--- src/alu_config.svh ---
// width and code macros for the EX stage, included by the package and the RTL files
`ifndef ALU_CONFIG_SVH
`define ALU_CONFIG_SVH

// operand and result width
`define ALU_DATA_WIDTH 32
// memory address width
`define ALU_ADDR_WIDTH 32
// shift amount width, also the divider step count width
`define ALU_SHAMT_WIDTH 5
// register index plus one bit so the empty code fits
`define ALU_RD_WIDTH 6
// destination code for no writeback
`define ALU_RD_NONE 6'd32

`endif

--- src/alu_pkg.sv ---
// shared data types of the EX stage, imported by the RTL units and the testbench
`include "alu_config.svh"

package alu_pkg;

	typedef logic [`ALU_DATA_WIDTH-1:0]  data_t;	// one operand or result word
	typedef logic [`ALU_SHAMT_WIDTH-1:0] shamt_t;	// shift amount
	typedef logic [`ALU_RD_WIDTH-1:0]    rd_t;	// destination field incl. empty code
	typedef logic [`ALU_ADDR_WIDTH-1:0]  addr_t;	// memory address

	// full product of two words, read whole or as two halves
	typedef union packed
	{
		logic [2*`ALU_DATA_WIDTH-1:0] full;	// whole 64-bit product
		struct packed
		{
			data_t hi;	// upper word for mulh variants
			data_t lo;	// lower word for mul
		} half;
	} mul_product_u;

endpackage

--- src/alu_logic_unit.sv ---
// integer add/sub, compares, logic ops, shifts and branch decision of the EX stage
`timescale 1ns/1ns
`include "alu_config.svh"

module alu_logic_unit
(
	input  alu_pkg::data_t src_data1_i,	// source operand 1
	input  alu_pkg::data_t src_data2_i,	// source operand 2
	input  logic           alu_add_i,	// add
	input  logic           alu_sub_i,	// sub, also beq/bne compare
	input  logic           alu_com_i,	// signed set-less-than, also blt/bge
	input  logic           alu_ucom_i,	// unsigned set-less-than, also bltu/bgeu
	input  logic           alu_and_i,	// and
	input  logic           alu_or_i,	// or
	input  logic           alu_xor_i,	// xor
	input  logic           alu_sll_i,	// shift left logical
	input  logic           alu_srl_i,	// shift right logical
	input  logic           alu_sra_i,	// shift right arithmetic
	input  logic           beq_i,	// branch if equal
	input  logic           bne_i,	// branch if not equal
	input  logic           blt_i,	// branch if less, signed
	input  logic           bge_i,	// branch if greater or equal, signed
	input  logic           bltu_i,	// branch if less, unsigned
	input  logic           bgeu_i,	// branch if greater or equal, unsigned
	output alu_pkg::data_t logic_result_o,	// OR of gated results
	output logic           branch_taken_o	// branch condition met
);
	import alu_pkg::*;

	data_t  add_a;	// gated adder input 1
	data_t  add_b;	// gated adder input 2, negated for sub
	data_t  add_result;
	data_t  com_a;	// gated signed compare inputs
	data_t  com_b;
	data_t  ucom_a;	// gated unsigned compare inputs
	data_t  ucom_b;
	logic   com_lt;	// signed a < b
	logic   ucom_lt;	// unsigned a < b
	shamt_t shamt;	// low bits of operand 2
	data_t  and_result;
	data_t  or_result;
	data_t  xor_result;
	data_t  sll_result;
	data_t  srl_result;
	data_t  sra_full;	// sign-filled shift, ungated
	data_t  sra_result;
	logic   sub_zero;	// operands equal

	assign add_a      = (alu_add_i | alu_sub_i) ? src_data1_i : '0;
	assign add_b      = alu_add_i ? src_data2_i : (alu_sub_i ? (~src_data2_i + 1'b1) : '0);
	assign add_result = add_a + add_b;

	assign com_a   = alu_com_i ? src_data1_i : '0;	// 0 < 0 is false when idle
	assign com_b   = alu_com_i ? src_data2_i : '0;
	assign com_lt  = $signed(com_a) < $signed(com_b);
	assign ucom_a  = alu_ucom_i ? src_data1_i : '0;
	assign ucom_b  = alu_ucom_i ? src_data2_i : '0;
	assign ucom_lt = ucom_a < ucom_b;

	assign and_result = alu_and_i ? (src_data1_i & src_data2_i) : '0;
	assign or_result  = alu_or_i ? (src_data1_i | src_data2_i) : '0;
	assign xor_result = alu_xor_i ? (src_data1_i ^ src_data2_i) : '0;

	assign shamt      = src_data2_i[`ALU_SHAMT_WIDTH-1:0];
	assign sll_result = alu_sll_i ? (src_data1_i << shamt) : '0;
	assign srl_result = alu_srl_i ? (src_data1_i >> shamt) : '0;
	// kept apart from the gate so the signed shift keeps its sign fill
	assign sra_full   = $signed(src_data1_i) >>> shamt;
	assign sra_result = alu_sra_i ? sra_full : '0;

	assign logic_result_o = add_result | {{(`ALU_DATA_WIDTH-1){1'b0}}, com_lt}
		| {{(`ALU_DATA_WIDTH-1){1'b0}}, ucom_lt} | and_result | or_result | xor_result
		| sll_result | srl_result | sra_result;

	assign sub_zero = alu_sub_i & ~(|add_result);	// rs1 - rs2 == 0

	assign branch_taken_o = (beq_i & sub_zero)
		| (bne_i & alu_sub_i & ~sub_zero)
		| (blt_i & com_lt)
		| (bge_i & alu_com_i & ~com_lt)
		| (bltu_i & ucom_lt)
		| (bgeu_i & alu_ucom_i & ~ucom_lt);

endmodule

--- src/alu_mul_unit.sv ---
// combinational RV32M multiplier for mul, mulh, mulhsu and mulhu, used by the EX stage
`timescale 1ns/1ns
`include "alu_config.svh"

module alu_mul_unit
(
	input  alu_pkg::data_t src_data1_i,	// multiplicand
	input  alu_pkg::data_t src_data2_i,	// multiplier
	input  logic           alu_mul_i,	// low word, signed x signed
	input  logic           alu_mulh_i,	// high word, signed x signed
	input  logic           alu_mulhsu_i,	// high word, signed x unsigned
	input  logic           alu_mulhu_i,	// high word, unsigned x unsigned
	output alu_pkg::data_t mul_result_o	// selected half, zero when idle
);
	import alu_pkg::*;

	logic         neg1;	// operand 1 treated as negative
	logic         neg2;	// operand 2 treated as negative
	data_t        mag1;	// magnitude of operand 1
	data_t        mag2;	// magnitude of operand 2
	mul_product_u prod_mag;	// unsigned product of magnitudes
	mul_product_u prod;	// product with sign applied
	logic         sel_hi;	// any high-word variant

	assign neg1 = (alu_mul_i | alu_mulh_i | alu_mulhsu_i) & src_data1_i[`ALU_DATA_WIDTH-1];
	assign neg2 = (alu_mul_i | alu_mulh_i) & src_data2_i[`ALU_DATA_WIDTH-1];

	// most negative value maps to 2^31, which still fits unsigned
	assign mag1 = neg1 ? -src_data1_i : src_data1_i;
	assign mag2 = neg2 ? -src_data2_i : src_data2_i;

	assign prod_mag.full = {{`ALU_DATA_WIDTH{1'b0}}, mag1} * {{`ALU_DATA_WIDTH{1'b0}}, mag2};
	assign prod.full     = (neg1 ^ neg2) ? -prod_mag.full : prod_mag.full;	// negate whole word

	assign sel_hi = alu_mulh_i | alu_mulhsu_i | alu_mulhu_i;

	assign mul_result_o = ({`ALU_DATA_WIDTH{alu_mul_i}} & prod.half.lo)
		| ({`ALU_DATA_WIDTH{sel_hi}} & prod.half.hi);

endmodule

--- src/div_serial.sv ---
// unsigned radix-2 restoring divider, 32 steps per operation, used by the divide unit
`timescale 1ns/1ns
`include "alu_config.svh"

module div_serial
(
	input  logic           cpu_clk,	// cpu clock
	input  logic           cpu_rstn,	// async reset, active low
	input  logic           start_i,	// start level, sampled while idle
	input  alu_pkg::data_t dividend_i,	// unsigned dividend
	input  alu_pkg::data_t divisor_i,	// unsigned divisor
	output logic           done_o,	// one-cycle completion pulse
	output alu_pkg::data_t quotient_o,	// held until the next start
	output alu_pkg::data_t remainder_o	// held until the next start
);
	import alu_pkg::*;

	logic                        busy_q;	// iterations in progress
	logic [`ALU_SHAMT_WIDTH-1:0] step_q;	// current step 0..31
	logic                        start_go;	// start accepted this cycle
	data_t                       divisor_q;	// sampled divisor
	data_t                       quo_q;	// dividend bits shift out, quotient bits shift in
	data_t                       rem_q;	// partial remainder
	logic [`ALU_DATA_WIDTH:0]    rem_shift;	// remainder with next dividend bit
	logic [`ALU_DATA_WIDTH:0]    trial;	// trial subtraction, msb is borrow

	// the done cycle is not idle, or a strobe still held would restart
	assign start_go  = start_i & ~busy_q & ~done_o;
	assign rem_shift = {rem_q, quo_q[`ALU_DATA_WIDTH-1]};
	assign trial     = rem_shift - {1'b0, divisor_q};

	always_ff @(posedge cpu_clk or negedge cpu_rstn)
	begin
		if (!cpu_rstn)
		begin
			busy_q <= 1'b0;
			step_q <= '0;
			done_o <= 1'b0;
		end
		else
		begin
			done_o <= 1'b0;	// pulse by default
			if (start_go)
			begin
				busy_q <= 1'b1;
				step_q <= '0;
			end
			else if (busy_q)
			begin
				step_q <= step_q + 1'b1;
				if (&step_q)	// last step
				begin
					busy_q <= 1'b0;
					done_o <= 1'b1;
				end
			end
		end
	end

	always_ff @(posedge cpu_clk)
	begin
		if (start_go)
		begin
			divisor_q <= divisor_i;
			quo_q     <= dividend_i;
			rem_q     <= '0;
		end
		else if (busy_q)
		begin
			// restore on borrow, else keep the difference
			rem_q <= trial[`ALU_DATA_WIDTH] ? rem_shift[`ALU_DATA_WIDTH-1:0]
				: trial[`ALU_DATA_WIDTH-1:0];
			quo_q <= {quo_q[`ALU_DATA_WIDTH-2:0], ~trial[`ALU_DATA_WIDTH]};
		end
	end

	assign quotient_o  = quo_q;	// zero divisor never borrows, giving all ones
	assign remainder_o = rem_q;	// and the dividend as remainder

endmodule

--- src/alu_div_unit.sv ---
// RV32M divide and remainder with sign handling around the serial divider, stalls the EX stage
`timescale 1ns/1ns
`include "alu_config.svh"

module alu_div_unit
(
	input  logic           cpu_clk,	// cpu clock
	input  logic           cpu_rstn,	// async reset, active low
	input  alu_pkg::data_t src_data1_i,	// dividend
	input  alu_pkg::data_t src_data2_i,	// divisor
	input  logic           alu_div_i,	// signed quotient
	input  logic           alu_divu_i,	// unsigned quotient
	input  logic           alu_rem_i,	// signed remainder
	input  logic           alu_remu_i,	// unsigned remainder
	output alu_pkg::data_t div_result_o,	// selected result, zero when idle
	output logic           div_stall_o	// divide requested and not done
);
	import alu_pkg::*;

	logic  use_s;	// signed variant
	logic  div_start;	// any divide strobe
	logic  div_done;
	logic  sign1;	// dividend sign
	logic  sign_diff;	// quotient needs negation
	data_t dividend;	// magnitude or raw dividend
	data_t divisor;	// magnitude or raw divisor
	data_t quotient;
	data_t remainder;
	data_t quo_signed;
	data_t rem_signed;

	assign use_s     = alu_div_i | alu_rem_i;
	assign div_start = use_s | alu_divu_i | alu_remu_i;
	assign sign1     = src_data1_i[`ALU_DATA_WIDTH-1];

	assign dividend = (use_s & sign1) ? -src_data1_i : src_data1_i;
	assign divisor  = (use_s & src_data2_i[`ALU_DATA_WIDTH-1]) ? -src_data2_i : src_data2_i;

	div_serial u_div_serial
	(
		.cpu_clk     (cpu_clk),
		.cpu_rstn    (cpu_rstn),
		.start_i     (div_start),
		.dividend_i  (dividend),
		.divisor_i   (divisor),
		.done_o      (div_done),
		.quotient_o  (quotient),
		.remainder_o (remainder)
	);

	// zero divisor keeps all ones, -2^31 / -1 keeps 2^31 unchanged
	assign sign_diff  = (|src_data2_i) & (sign1 ^ src_data2_i[`ALU_DATA_WIDTH-1]);
	assign quo_signed = sign_diff ? -quotient : quotient;
	assign rem_signed = sign1 ? -remainder : remainder;	// remainder follows dividend sign

	assign div_result_o = ({`ALU_DATA_WIDTH{alu_div_i}} & quo_signed)
		| ({`ALU_DATA_WIDTH{alu_divu_i}} & quotient)
		| ({`ALU_DATA_WIDTH{alu_rem_i}} & rem_signed)
		| ({`ALU_DATA_WIDTH{alu_remu_i}} & remainder);

	assign div_stall_o = div_start & ~div_done;

endmodule

--- src/ex_mem_reg.sv ---
// EX-to-MEM pipeline register with bubble insertion and hold on MEM back-pressure
`timescale 1ns/1ns
`include "alu_config.svh"

module ex_mem_reg
(
	input  logic           cpu_clk,	// cpu clock
	input  logic           cpu_rstn,	// async reset, active low
	input  logic           load_en_i,	// instruction valid and not stalled, else bubble
	input  logic           mem_ready_i,	// MEM stage accepts
	input  alu_pkg::data_t result_i,	// forwarded EX result
	input  alu_pkg::rd_t   rd_i,	// destination at EX
	input  logic           load_i,	// load instruction
	input  logic           store_i,	// store instruction
	input  logic           mem_h_i,	// halfword access
	input  logic           mem_b_i,	// byte access
	input  logic           mem_u_i,	// unsigned load
	input  alu_pkg::data_t store_data_i,	// store source data
	output logic           ex_valid_o,	// MEM outputs valid
	output alu_pkg::data_t alu_result_mem_o,	// result at MEM
	output alu_pkg::rd_t   rd_mem_o,	// destination at MEM
	output logic           load_mem_o,	// load at MEM
	output logic           store_mem_o,	// store at MEM
	output logic           mem_h_mem_o,	// halfword at MEM
	output logic           mem_b_mem_o,	// byte at MEM
	output logic           mem_u_mem_o,	// unsigned load at MEM
	output alu_pkg::data_t store_data_mem_o,	// store data at MEM
	output alu_pkg::addr_t mem_addr_o	// address for loads and stores, else 0
);

	// control fields
	always_ff @(posedge cpu_clk or negedge cpu_rstn)
	begin
		if (!cpu_rstn)
		begin
			ex_valid_o  <= 1'b0;
			rd_mem_o    <= `ALU_RD_NONE;
			load_mem_o  <= 1'b0;
			store_mem_o <= 1'b0;
			mem_h_mem_o <= 1'b0;
			mem_b_mem_o <= 1'b0;
			mem_u_mem_o <= 1'b0;
		end
		else if (mem_ready_i)	// hold everything under back-pressure
		begin
			ex_valid_o  <= 1'b1;
			rd_mem_o    <= load_en_i ? rd_i : `ALU_RD_NONE;	// bubble writes nothing back
			load_mem_o  <= load_en_i & load_i;
			store_mem_o <= load_en_i & store_i;
			mem_h_mem_o <= load_en_i & mem_h_i;
			mem_b_mem_o <= load_en_i & mem_b_i;
			mem_u_mem_o <= load_en_i & mem_u_i;
		end
	end

	// data fields
	always_ff @(posedge cpu_clk)
	begin
		if (mem_ready_i)
		begin
			alu_result_mem_o <= load_en_i ? result_i : '0;
			store_data_mem_o <= load_en_i ? store_data_i : '0;
		end
	end

	assign mem_addr_o = (load_mem_o | store_mem_o) ? alu_result_mem_o : '0;

endmodule

--- src/alu_ex_stage.sv ---
// EX stage top of the RV32IM pipeline, merges unit results and drives the EX-to-MEM register
`timescale 1ns/1ns

module alu_ex_stage
(
	input  logic           cpu_clk,	// cpu clock
	input  logic           cpu_rstn,	// async reset, active low
	input  logic           dec_valid_i,	// decode has an instruction
	output logic           ex_ready_o,	// EX can accept
	input  logic           mem_ready_i,	// MEM can accept
	input  alu_pkg::data_t src_data1_i,	// source operand 1
	input  alu_pkg::data_t src_data2_i,	// source operand 2
	input  logic           only_src2_used_i,	// lui bypass
	input  logic           alu_add_i,
	input  logic           alu_sub_i,
	input  logic           alu_com_i,
	input  logic           alu_ucom_i,
	input  logic           alu_and_i,
	input  logic           alu_or_i,
	input  logic           alu_xor_i,
	input  logic           alu_sll_i,
	input  logic           alu_srl_i,
	input  logic           alu_sra_i,
	input  logic           alu_mul_i,
	input  logic           alu_mulh_i,
	input  logic           alu_mulhsu_i,
	input  logic           alu_mulhu_i,
	input  logic           alu_div_i,
	input  logic           alu_divu_i,
	input  logic           alu_rem_i,
	input  logic           alu_remu_i,
	input  logic           beq_i,
	input  logic           bne_i,
	input  logic           blt_i,
	input  logic           bge_i,
	input  logic           bltu_i,
	input  logic           bgeu_i,
	input  logic           load_i,	// load instruction
	input  logic           store_i,	// store instruction
	input  logic           mem_h_i,	// halfword access
	input  logic           mem_b_i,	// byte access
	input  logic           mem_u_i,	// unsigned load
	input  alu_pkg::data_t store_data_i,	// store source data
	input  alu_pkg::rd_t   rd_i,	// destination at EX
	output alu_pkg::data_t alu_result_o,	// forwarded to decode, same cycle
	output logic           branch_taken_o,	// branch condition met
	output logic           ex_valid_o,
	output alu_pkg::data_t alu_result_mem_o,
	output alu_pkg::rd_t   rd_mem_o,
	output logic           load_mem_o,
	output logic           store_mem_o,
	output logic           mem_h_mem_o,
	output logic           mem_b_mem_o,
	output logic           mem_u_mem_o,
	output alu_pkg::data_t store_data_mem_o,
	output alu_pkg::addr_t mem_addr_o
);
	import alu_pkg::*;

	data_t logic_result;	// base integer result
	data_t mul_result;	// multiply result
	data_t div_result;	// divide/remainder result
	logic  ex_stall;	// divide in progress
	logic  load_en;	// take the instruction, else bubble

	alu_logic_unit u_alu_logic_unit
	(
		.src_data1_i    (src_data1_i),
		.src_data2_i    (src_data2_i),
		.alu_add_i      (alu_add_i),
		.alu_sub_i      (alu_sub_i),
		.alu_com_i      (alu_com_i),
		.alu_ucom_i     (alu_ucom_i),
		.alu_and_i      (alu_and_i),
		.alu_or_i       (alu_or_i),
		.alu_xor_i      (alu_xor_i),
		.alu_sll_i      (alu_sll_i),
		.alu_srl_i      (alu_srl_i),
		.alu_sra_i      (alu_sra_i),
		.beq_i          (beq_i),
		.bne_i          (bne_i),
		.blt_i          (blt_i),
		.bge_i          (bge_i),
		.bltu_i         (bltu_i),
		.bgeu_i         (bgeu_i),
		.logic_result_o (logic_result),
		.branch_taken_o (branch_taken_o)
	);

	alu_mul_unit u_alu_mul_unit
	(
		.src_data1_i  (src_data1_i),
		.src_data2_i  (src_data2_i),
		.alu_mul_i    (alu_mul_i),
		.alu_mulh_i   (alu_mulh_i),
		.alu_mulhsu_i (alu_mulhsu_i),
		.alu_mulhu_i  (alu_mulhu_i),
		.mul_result_o (mul_result)
	);

	alu_div_unit u_alu_div_unit
	(
		.cpu_clk      (cpu_clk),
		.cpu_rstn     (cpu_rstn),
		.src_data1_i  (src_data1_i),
		.src_data2_i  (src_data2_i),
		.alu_div_i    (alu_div_i),
		.alu_divu_i   (alu_divu_i),
		.alu_rem_i    (alu_rem_i),
		.alu_remu_i   (alu_remu_i),
		.div_result_o (div_result),
		.div_stall_o  (ex_stall)
	);

	// every unit gives zero when idle, so OR merges them
	assign alu_result_o = only_src2_used_i ? src_data2_i : (logic_result | mul_result | div_result);

	assign ex_ready_o = ~ex_stall & mem_ready_i;
	assign load_en    = dec_valid_i & ~ex_stall;

	ex_mem_reg u_ex_mem_reg
	(
		.cpu_clk          (cpu_clk),
		.cpu_rstn         (cpu_rstn),
		.load_en_i        (load_en),
		.mem_ready_i      (mem_ready_i),
		.result_i         (alu_result_o),
		.rd_i             (rd_i),
		.load_i           (load_i),
		.store_i          (store_i),
		.mem_h_i          (mem_h_i),
		.mem_b_i          (mem_b_i),
		.mem_u_i          (mem_u_i),
		.store_data_i     (store_data_i),
		.ex_valid_o       (ex_valid_o),
		.alu_result_mem_o (alu_result_mem_o),
		.rd_mem_o         (rd_mem_o),
		.load_mem_o       (load_mem_o),
		.store_mem_o      (store_mem_o),
		.mem_h_mem_o      (mem_h_mem_o),
		.mem_b_mem_o      (mem_b_mem_o),
		.mem_u_mem_o      (mem_u_mem_o),
		.store_data_mem_o (store_data_mem_o),
		.mem_addr_o       (mem_addr_o)
	);

endmodule

--- config.mk ---
export PLATFORM = sky130hd
export DESIGN_NAME = alu_ex_stage
export DESIGN_NICKNAME = d
export VERILOG_FILES = /design/src/alu_pkg.sv /design/src/alu_logic_unit.sv /design/src/alu_mul_unit.sv /design/src/div_serial.sv /design/src/alu_div_unit.sv /design/src/ex_mem_reg.sv /design/src/alu_ex_stage.sv
export VERILOG_INCLUDE_DIRS = /design/src
export SDC_FILE = /design/constraint.sdc
export NUM_CORES = 2
export LEC_CHECK = 0
export ABC_AREA = 1
export BUFFER_PORTS_ARGS = -buffer_cell sky130_fd_sc_hd__buf_2
export CAP_MARGIN = 10
export CORE_AREA = 3 3 368 370
export DETAILED_ROUTE_END_ITERATION = 8
export DIE_AREA = 0 0 371 373
export PLACE_DENSITY = 0.67
export SKIP_LAST_GASP = 1
export SLEW_MARGIN = 40
export SYNTH_ARGS = -nofsm -noshare
export SYNTH_HDL_FRONTEND = slang
export SYNTH_HIERARCHICAL = 1
export SYNTH_SLANG_ARGS = --single-unit
--- constraint.sdc ---
create_clock -name cpu_clk -period 38 [get_ports cpu_clk]
set_input_delay 5.7 -clock cpu_clk [delete_from_list [all_inputs] [get_ports cpu_clk]]
set_output_delay 5.7 -clock cpu_clk [all_outputs]
set_load 0.01 [all_outputs]
---- Yosys cells after proc, flatten, opt, wreduce, memory -nomap -nowiden ----
Cells that the tools add are included.
operators by class
  mux-type cells .......................... 34
  reductions and logical operators ........ 4
  magnitude comparators ................... 2
  add/sub/neg operators ................... 9
  shift operators ......................... 3
  $mul .................................... 1
  bitwise operators ....................... 73
operators with widths
  kind                                           number
  two-way mux 32 bit                             24
  bitwise OR 32 bit                              13
  AND 32 bit                                     7
  negation 32 bit                                4
  less-than comparator 32 bit                    2
  multiplier 32 x 32 -> 64 bit                   1
  two-way mux 64 bit                             1
  negation 64 bit                                1
  bitwise OR 32 x 1 -> 32 bit                    2
  OR reduction 32 bit                            2
  subtractor 33 x 32 -> 33 bit                   1
  adder 32 x 1 -> 32 bit, second input constant  1
  adder 32 bit                                   1
  NOT 32 bit                                     1
  left shift 32 x 5 -> 32 bit                    1
  >> shifter 32 x 5 -> 32 bit                    1
  >>> shifter 32 x 5 -> 32 bit                   1
  bitwise XOR 32 bit                             1
  AND 1 bit                                      25
  bitwise OR 1 bit                               14
  two-way mux 5 bit                              2
  NOT 1 bit                                      8
  two-way mux 1 bit                              6
  two-way mux 6 bit                              1
  other kinds (4)                                5
word-level totals
  output and inout bits ................... 142
  register bits after elaboration ......... 179
  word-level logic and storage cells ...... 141
  input port bits ......................... 136

---- Depth between registers and ports, before layout ----
  depth in word-level cells ............... 16
  gate-level depth with buffers ........... 60

---- By module ----
The synthesis kept the hierarchy.
by module, submodules not included
  module          area each (um^2)  sequential area each (um^2)  instances  cells an instance
  alu_mul_unit    39634.3           0.0                          1          5574
  alu_logic_unit  10730.3           0.0                          1          2100
  div_serial      6922.9            2737.6                       1          1034
  alu_div_unit    4802.1            0.0                          1          1006
  ex_mem_reg      3184.3            2223.4                       1          319
  alu_ex_stage    839.6             0.0                          1          140

---- Worst setup path before layout ----
OpenSTA, ideal clock, no wires.
  path kind ............................... input-to-output
  start point ............................. input port src_data1_i[0]
  end point ............................... output port alu_result_o[31]
  buffers on the path ..................... 4
  arrival ................................. 14.331 ns
  stages .................................. 52
  setup slack ............................. 17.969 ns
  path through ............................ buf_2 > clkinv_1 > clkbuf_1 > ha_1 > nand2_1 > nor3_1 > nand2_1 > inv_1 > nand2_1 > o21ai_0 > o21ai_0 > or2_2 > nand2_1 > buf_2 > buf_2 > nand2_1 > fa_1 > inv_1 > [16 not listed] > nand2_1 > nand2_1 > inv_1 > nand2_1 > nand2_1 > nand2_2 > inv_1 > nor2_1 > nand2_1 > nor2_1 > nand3_2 > nand2_2 > nand2_1 > nand2_1 > nand3_1 > nand2_1 > nor2_1 > a21oi_1
RTL lines
  element                             RTL line                                source
  start: declaration                  alu_ex_stage.sv:11                      input alu_pkg::data_t src_data1_i,
  negation 32 bit                     alu_mul_unit.sv:29                      assign mag1 = neg1 ? -src_data1_i : src_data1_i;
  two-way mux 32 bit (*)              alu_mul_unit.sv:29
  multiplier 32 x 32 -> 64 bit (*)    alu_mul_unit.sv:32                      assign prod_mag.full = {{`ALU_DATA_WIDTH{1'b0}}, mag1} * {{`ALU_DATA_WIDTH{1'b0}}, mag2};
  negation 64 bit                     alu_mul_unit.sv:33                      assign prod.full = (neg1 ^ neg2) ? -prod_mag.full : prod_mag.full;
  two-way mux 64 bit (*)              alu_mul_unit.sv:33
  AND 32 bit (on tied branches)       alu_mul_unit.sv:37, alu_mul_unit.sv:38
  bitwise OR 32 bit (*)               alu_mul_unit.sv:37                      assign mul_result_o = ({`ALU_DATA_WIDTH{alu_mul_i}} & prod.half.lo)
  named net mul_result[31]            alu_ex_stage.sv:61                      data_t mul_result;
  bitwise OR 32 bit (*) (2 in a row)  alu_ex_stage.sv:116                     assign alu_result_o = only_src2_used_i ? src_data2_i : (logic_result | mul_result | div_result);
  two-way mux 32 bit (*)              alu_ex_stage.sv:116
  end: declaration                    alu_ex_stage.sv:45                      output alu_pkg::data_t alu_result_o,
Mark *: on every way through the listed nets, which the timed path passes. The rest lies on a longest branch.

---- Final worst setup path ----
  start point ............................. input port alu_mul_i
  end point ............................... output port alu_result_o[11]
between the ends
  longest elaborated chain between the ends .. 12
RTL lines
  element                             RTL line                                source
  start: declaration                  alu_ex_stage.sv:24                      input logic alu_mul_i,
  bitwise OR 1 bit                    alu_mul_unit.sv:25, alu_mul_unit.sv:26
  bitwise OR 1 bit                    alu_mul_unit.sv:25                      assign neg1 = (alu_mul_i | alu_mulh_i | alu_mulhsu_i) & src_data1_i[`ALU_DATA_WIDTH-1];
  AND 1 bit                           alu_mul_unit.sv:25
  two-way mux 32 bit                  alu_mul_unit.sv:29
  multiplier 32 x 32 -> 64 bit        alu_mul_unit.sv:32
  negation 64 bit                     alu_mul_unit.sv:33
  two-way mux 64 bit                  alu_mul_unit.sv:33
  AND 32 bit (on tied branches)       alu_mul_unit.sv:37, alu_mul_unit.sv:38
  bitwise OR 32 bit (*)               alu_mul_unit.sv:37
  named net mul_result[11]            alu_ex_stage.sv:61
  bitwise OR 32 bit (*) (2 in a row)  alu_ex_stage.sv:116
  two-way mux 32 bit (*)              alu_ex_stage.sv:116
Marks and branches as above.

==> qor.yml <==
status:
  status: "finished clean"
logic_synthesis:
  syn-cell-area_um2: 66100
  synthTopCellsByArea: "fa_1 27%, nand2_1 17%, inv_1 12%"
  synth-seq-cells: 179
  synth_nets: 11700
  yosys.cell_types.count: 83
  syn_inst: 10200
  syn_area_per_cell_um2: 6.50
  synth_top_area_frac: 0.272
  synth_top_area_cell: "fa_1"
  yosysWarnings: 6
  synthFlopType: "edfxtp_1"
  ys_async_sr_fraction: 0.106
  synth_seq_area_share: 0.0750
  synth_edf_count: 128
detailed_routing:
  drc: 0
  num_vias: 68800
  post_drt_via_cell_ratio: 5.70
  drt_wl_total_um: 306000
  wire_per_inst_um: 25.3
  first_pass_iters: 7
  drtIter0Drc: 8896
  ant_nets: 0
floorplanning:
  rows: 134
  dieArea_um2: 138000
  die_h_um: 373
  die_width_um: 371
  core_area_um2: 133000
  io_pins: 278
  initial_core_util: 0.497
global_route:
  grt_use_met3: 0.132
  antenna_found_initial: 7
  grt_pass1_vias: 65800
  overflow: 0
  grt_max_degree: 76
  grt_pass1_wl_um: 439000
  grtUsageMet2: 0.630
  grtUsageMet1: 0.571
  grt.busiest_layer: "met2"
  grtUsageTotal: 0.433
clocking:
  cts_buffer_depth: 2
  post_cts_buffers: 0
  cts_made_buffers: 17
  clock_latency_ns: 0.50
  cts_tree: "done"
  cts-root-buf: "clkbuf_16"
  cts_hold_buf: 0
  h-tree-depth: 4
  path_clk_slew_ns: 0.07
  cts-resized-gates: 0
  cts.sinks: 179
sta:
  clock.fmax_ghz: 0.0427
  finalHoldViolCount: 0
  tightestPinTransition_ns: 0.915
  finalSetupViolations: 0
  finClkSkew_ns: 0.0267
  final.min_clock_period_ns: 23.43
  fin_crit_sh: 0.616
  relSlewSlack: 0.387
  setup-tns-final_ns: 0
  drv_slew: 0
  rsz0062_at_grt: "no"
critical_path:
  r2r_cells: 14
  slowest_delay_ns: 0.89
  start_kind: "input port"
  crit_path_end_kind: "output pin"
  critical_path_peak_fanout: 25
  critPathArrivalTime_ns: 17.73
  cpMaxStageDelayCell: "clkinv_1"
  criticalPathCategory: "in2out"
  crit_required_ns: 32.30
flow_run:
  cap_violations: 0
layout:
  seq_area_um2: 4960
  nets: 11800
  multi_input_area_um2: 51300
  syn_to_final_growth_pct: 5.95
  layout-drive-gt1-share: 0.0842
  num-fill-cells: 13500
min_path:
  min_path_cells: 1
  hold_class: "reg2reg"
placement:
  place_congestion: 1.07
  port_buffers: 277
  dp_hpwl_um: 245000
## synthesized netlist by cell type (43+ instances only)
cell type	count
clkbuf_1	200
nand3_1	470
buf_2	65
xor2_1	87
nand2_1	2937
a21oi_1	290
nor2_1	1136
inv_1	2180
nor3_1	82
nand2_2	94
nand4_1	90
a21oi_2	43
o21ai_0	318
ha_1	468
fa_1	898
nor2_2	88
edfxtp_1	128
## layout by cell type (no fill, tap or decap), types with 15 or more instances in the layout
| master | instances |
|---|---|
| nor2_4 | 25 |
| inv_2 | 47 |
| o211ai_1 | 39 |
| nand3_1 | 470 |
| o22ai_1 | 24 |
| nand2_1 | 2936 |
| xnor2_1 | 27 |
| ha_1 | 468 |
| a21oi_1 | 290 |
| inv_1 | 2163 |
| or2_2 | 24 |
| clkinv_1 | 18 |
| buf_4 | 151 |
| buf_2 | 274 |
| nor4_1 | 24 |
| nand3b_1 | 27 |
| o21ai_1 | 39 |
| a21oi_2 | 43 |
| o2111ai_1 | 18 |
| fa_1 | 898 |
| xor2_1 | 73 |
| nor2_2 | 91 |
| nand3_2 | 21 |
| dfrtp_1 | 18 |
| o21ai_0 | 315 |
| nor2_1 | 1131 |
| dfxtp_1 | 32 |
| xor2_2 | 15 |
| nand4_1 | 90 |
| edfxtp_1 | 128 |
| nand2_2 | 95 |
| clkbuf_16 | 17 |
| nor3_1 | 80 |
## area by class of cell
cell class                      instances  share of cell area
Antenna cell                            1           0.0000357
Clock buffer                           18             0.00613
Clock inverter                         14             0.00239
Inverter                             2236               0.120
Multi-Input combinational cell       7418               0.733
Sequential cell                       179              0.0708
Tap cell                             1768              0.0316
Timing Repair Buffer                  427              0.0364
## path summary, 6_finish.rpt
kind	startpoint	end	slack, ns
worst max-delay path	alu_mul_i	alu_result_o[11]	14.57
worst min-delay path	u_ex_mem_reg/ex_valid_o$_DFFE_PN0P_	u_ex_mem_reg/ex_valid_o$_DFFE_PN0P_	0.46
worst max register to register	u_alu_div_unit/u_div_serial/quotient_o[31]$_DFFE_PP_	u_alu_div_unit/u_div_serial/quotient_o[0]$_DFFE_PP_	34.54
worst min register to register	u_ex_mem_reg/ex_valid_o$_DFFE_PN0P_	u_ex_mem_reg/ex_valid_o$_DFFE_PN0P_	0.46
max in group asynchronous	cpu_rstn	u_ex_mem_reg/rd_mem_o[5]$_DFFE_PN1P_	32.45
min in group asynchronous	cpu_rstn	u_ex_mem_reg/store_mem_o$_DFFE_PN0P_	5.18
## routing by layer
metal  vias to the layer above  routed length [µm]  share of wire
li1                      30800                   -              -
met1                     32700              118000           0.39
met2                      4402              126000           0.41
met3                       888               39200           0.13
met4                         6               22200          0.073
met5                         -                  41        0.00013
## registers in the layout (all words and copies together), names as in the netlist, 5 cells and up
signal,flops
u_alu_div_unit/u_div_serial/divisor_q,32
u_alu_div_unit/u_div_serial/quotient_o,32
u_ex_mem_reg/rd_mem_o,6
u_alu_div_unit/u_div_serial/remainder_o,32
u_alu_div_unit/u_div_serial/step_q,5
u_ex_mem_reg/store_data_mem_o,32
u_ex_mem_reg/alu_result_mem_o,32
## stage by stage
stage	area (µm²)	hold slack, ns	setup WS (ns)	instances	utilization
6_report	70000	0.463	14.57	12100	0.527
5_1_grt	70000	0.492	14.26	12100	0.527
4_1_cts	70000	0.466	14.92	12100	0.526
3_5_place_dp	69400	0.451	14.96	12000	0.522
3_3_place_gp	69400	0.444	14.80	12000	0.522
2_1_floorplan	66100	0.434	17.97	10200	-
## logic make-up (layout without fill, tap and decap cells)
family	after synthesis	in the layout	share of synthesized area
DFF	179	179	0.0750
other	0	1	0
and+or+nand+nor	5055	5055	0.319
muxes	11	11	0.00167
xor gates and xnor gates	118	118	0.0159
adders and majority gates	1366	1366	0.360
buffers and inverters	2576	2695	0.152
AOI/OAI and AO/OA	868	868	0.0761
## worst max-delay path: cells and delay by family
| family | cells | cell delay [ns] |
|---|---|---|
| adder cells (fa/ha/maj) | 9 | 4.41 |
| AO/OA/AOI/OAI | 4 | 1.14 |
| buffers and inverters | 14 | 3.20 |
| AND/OR/NAND/NOR | 17 | 3.16 |
Power is not shown: default switching activity piles up to over one toggle a cycle in this logic, so the estimate is an artifact.
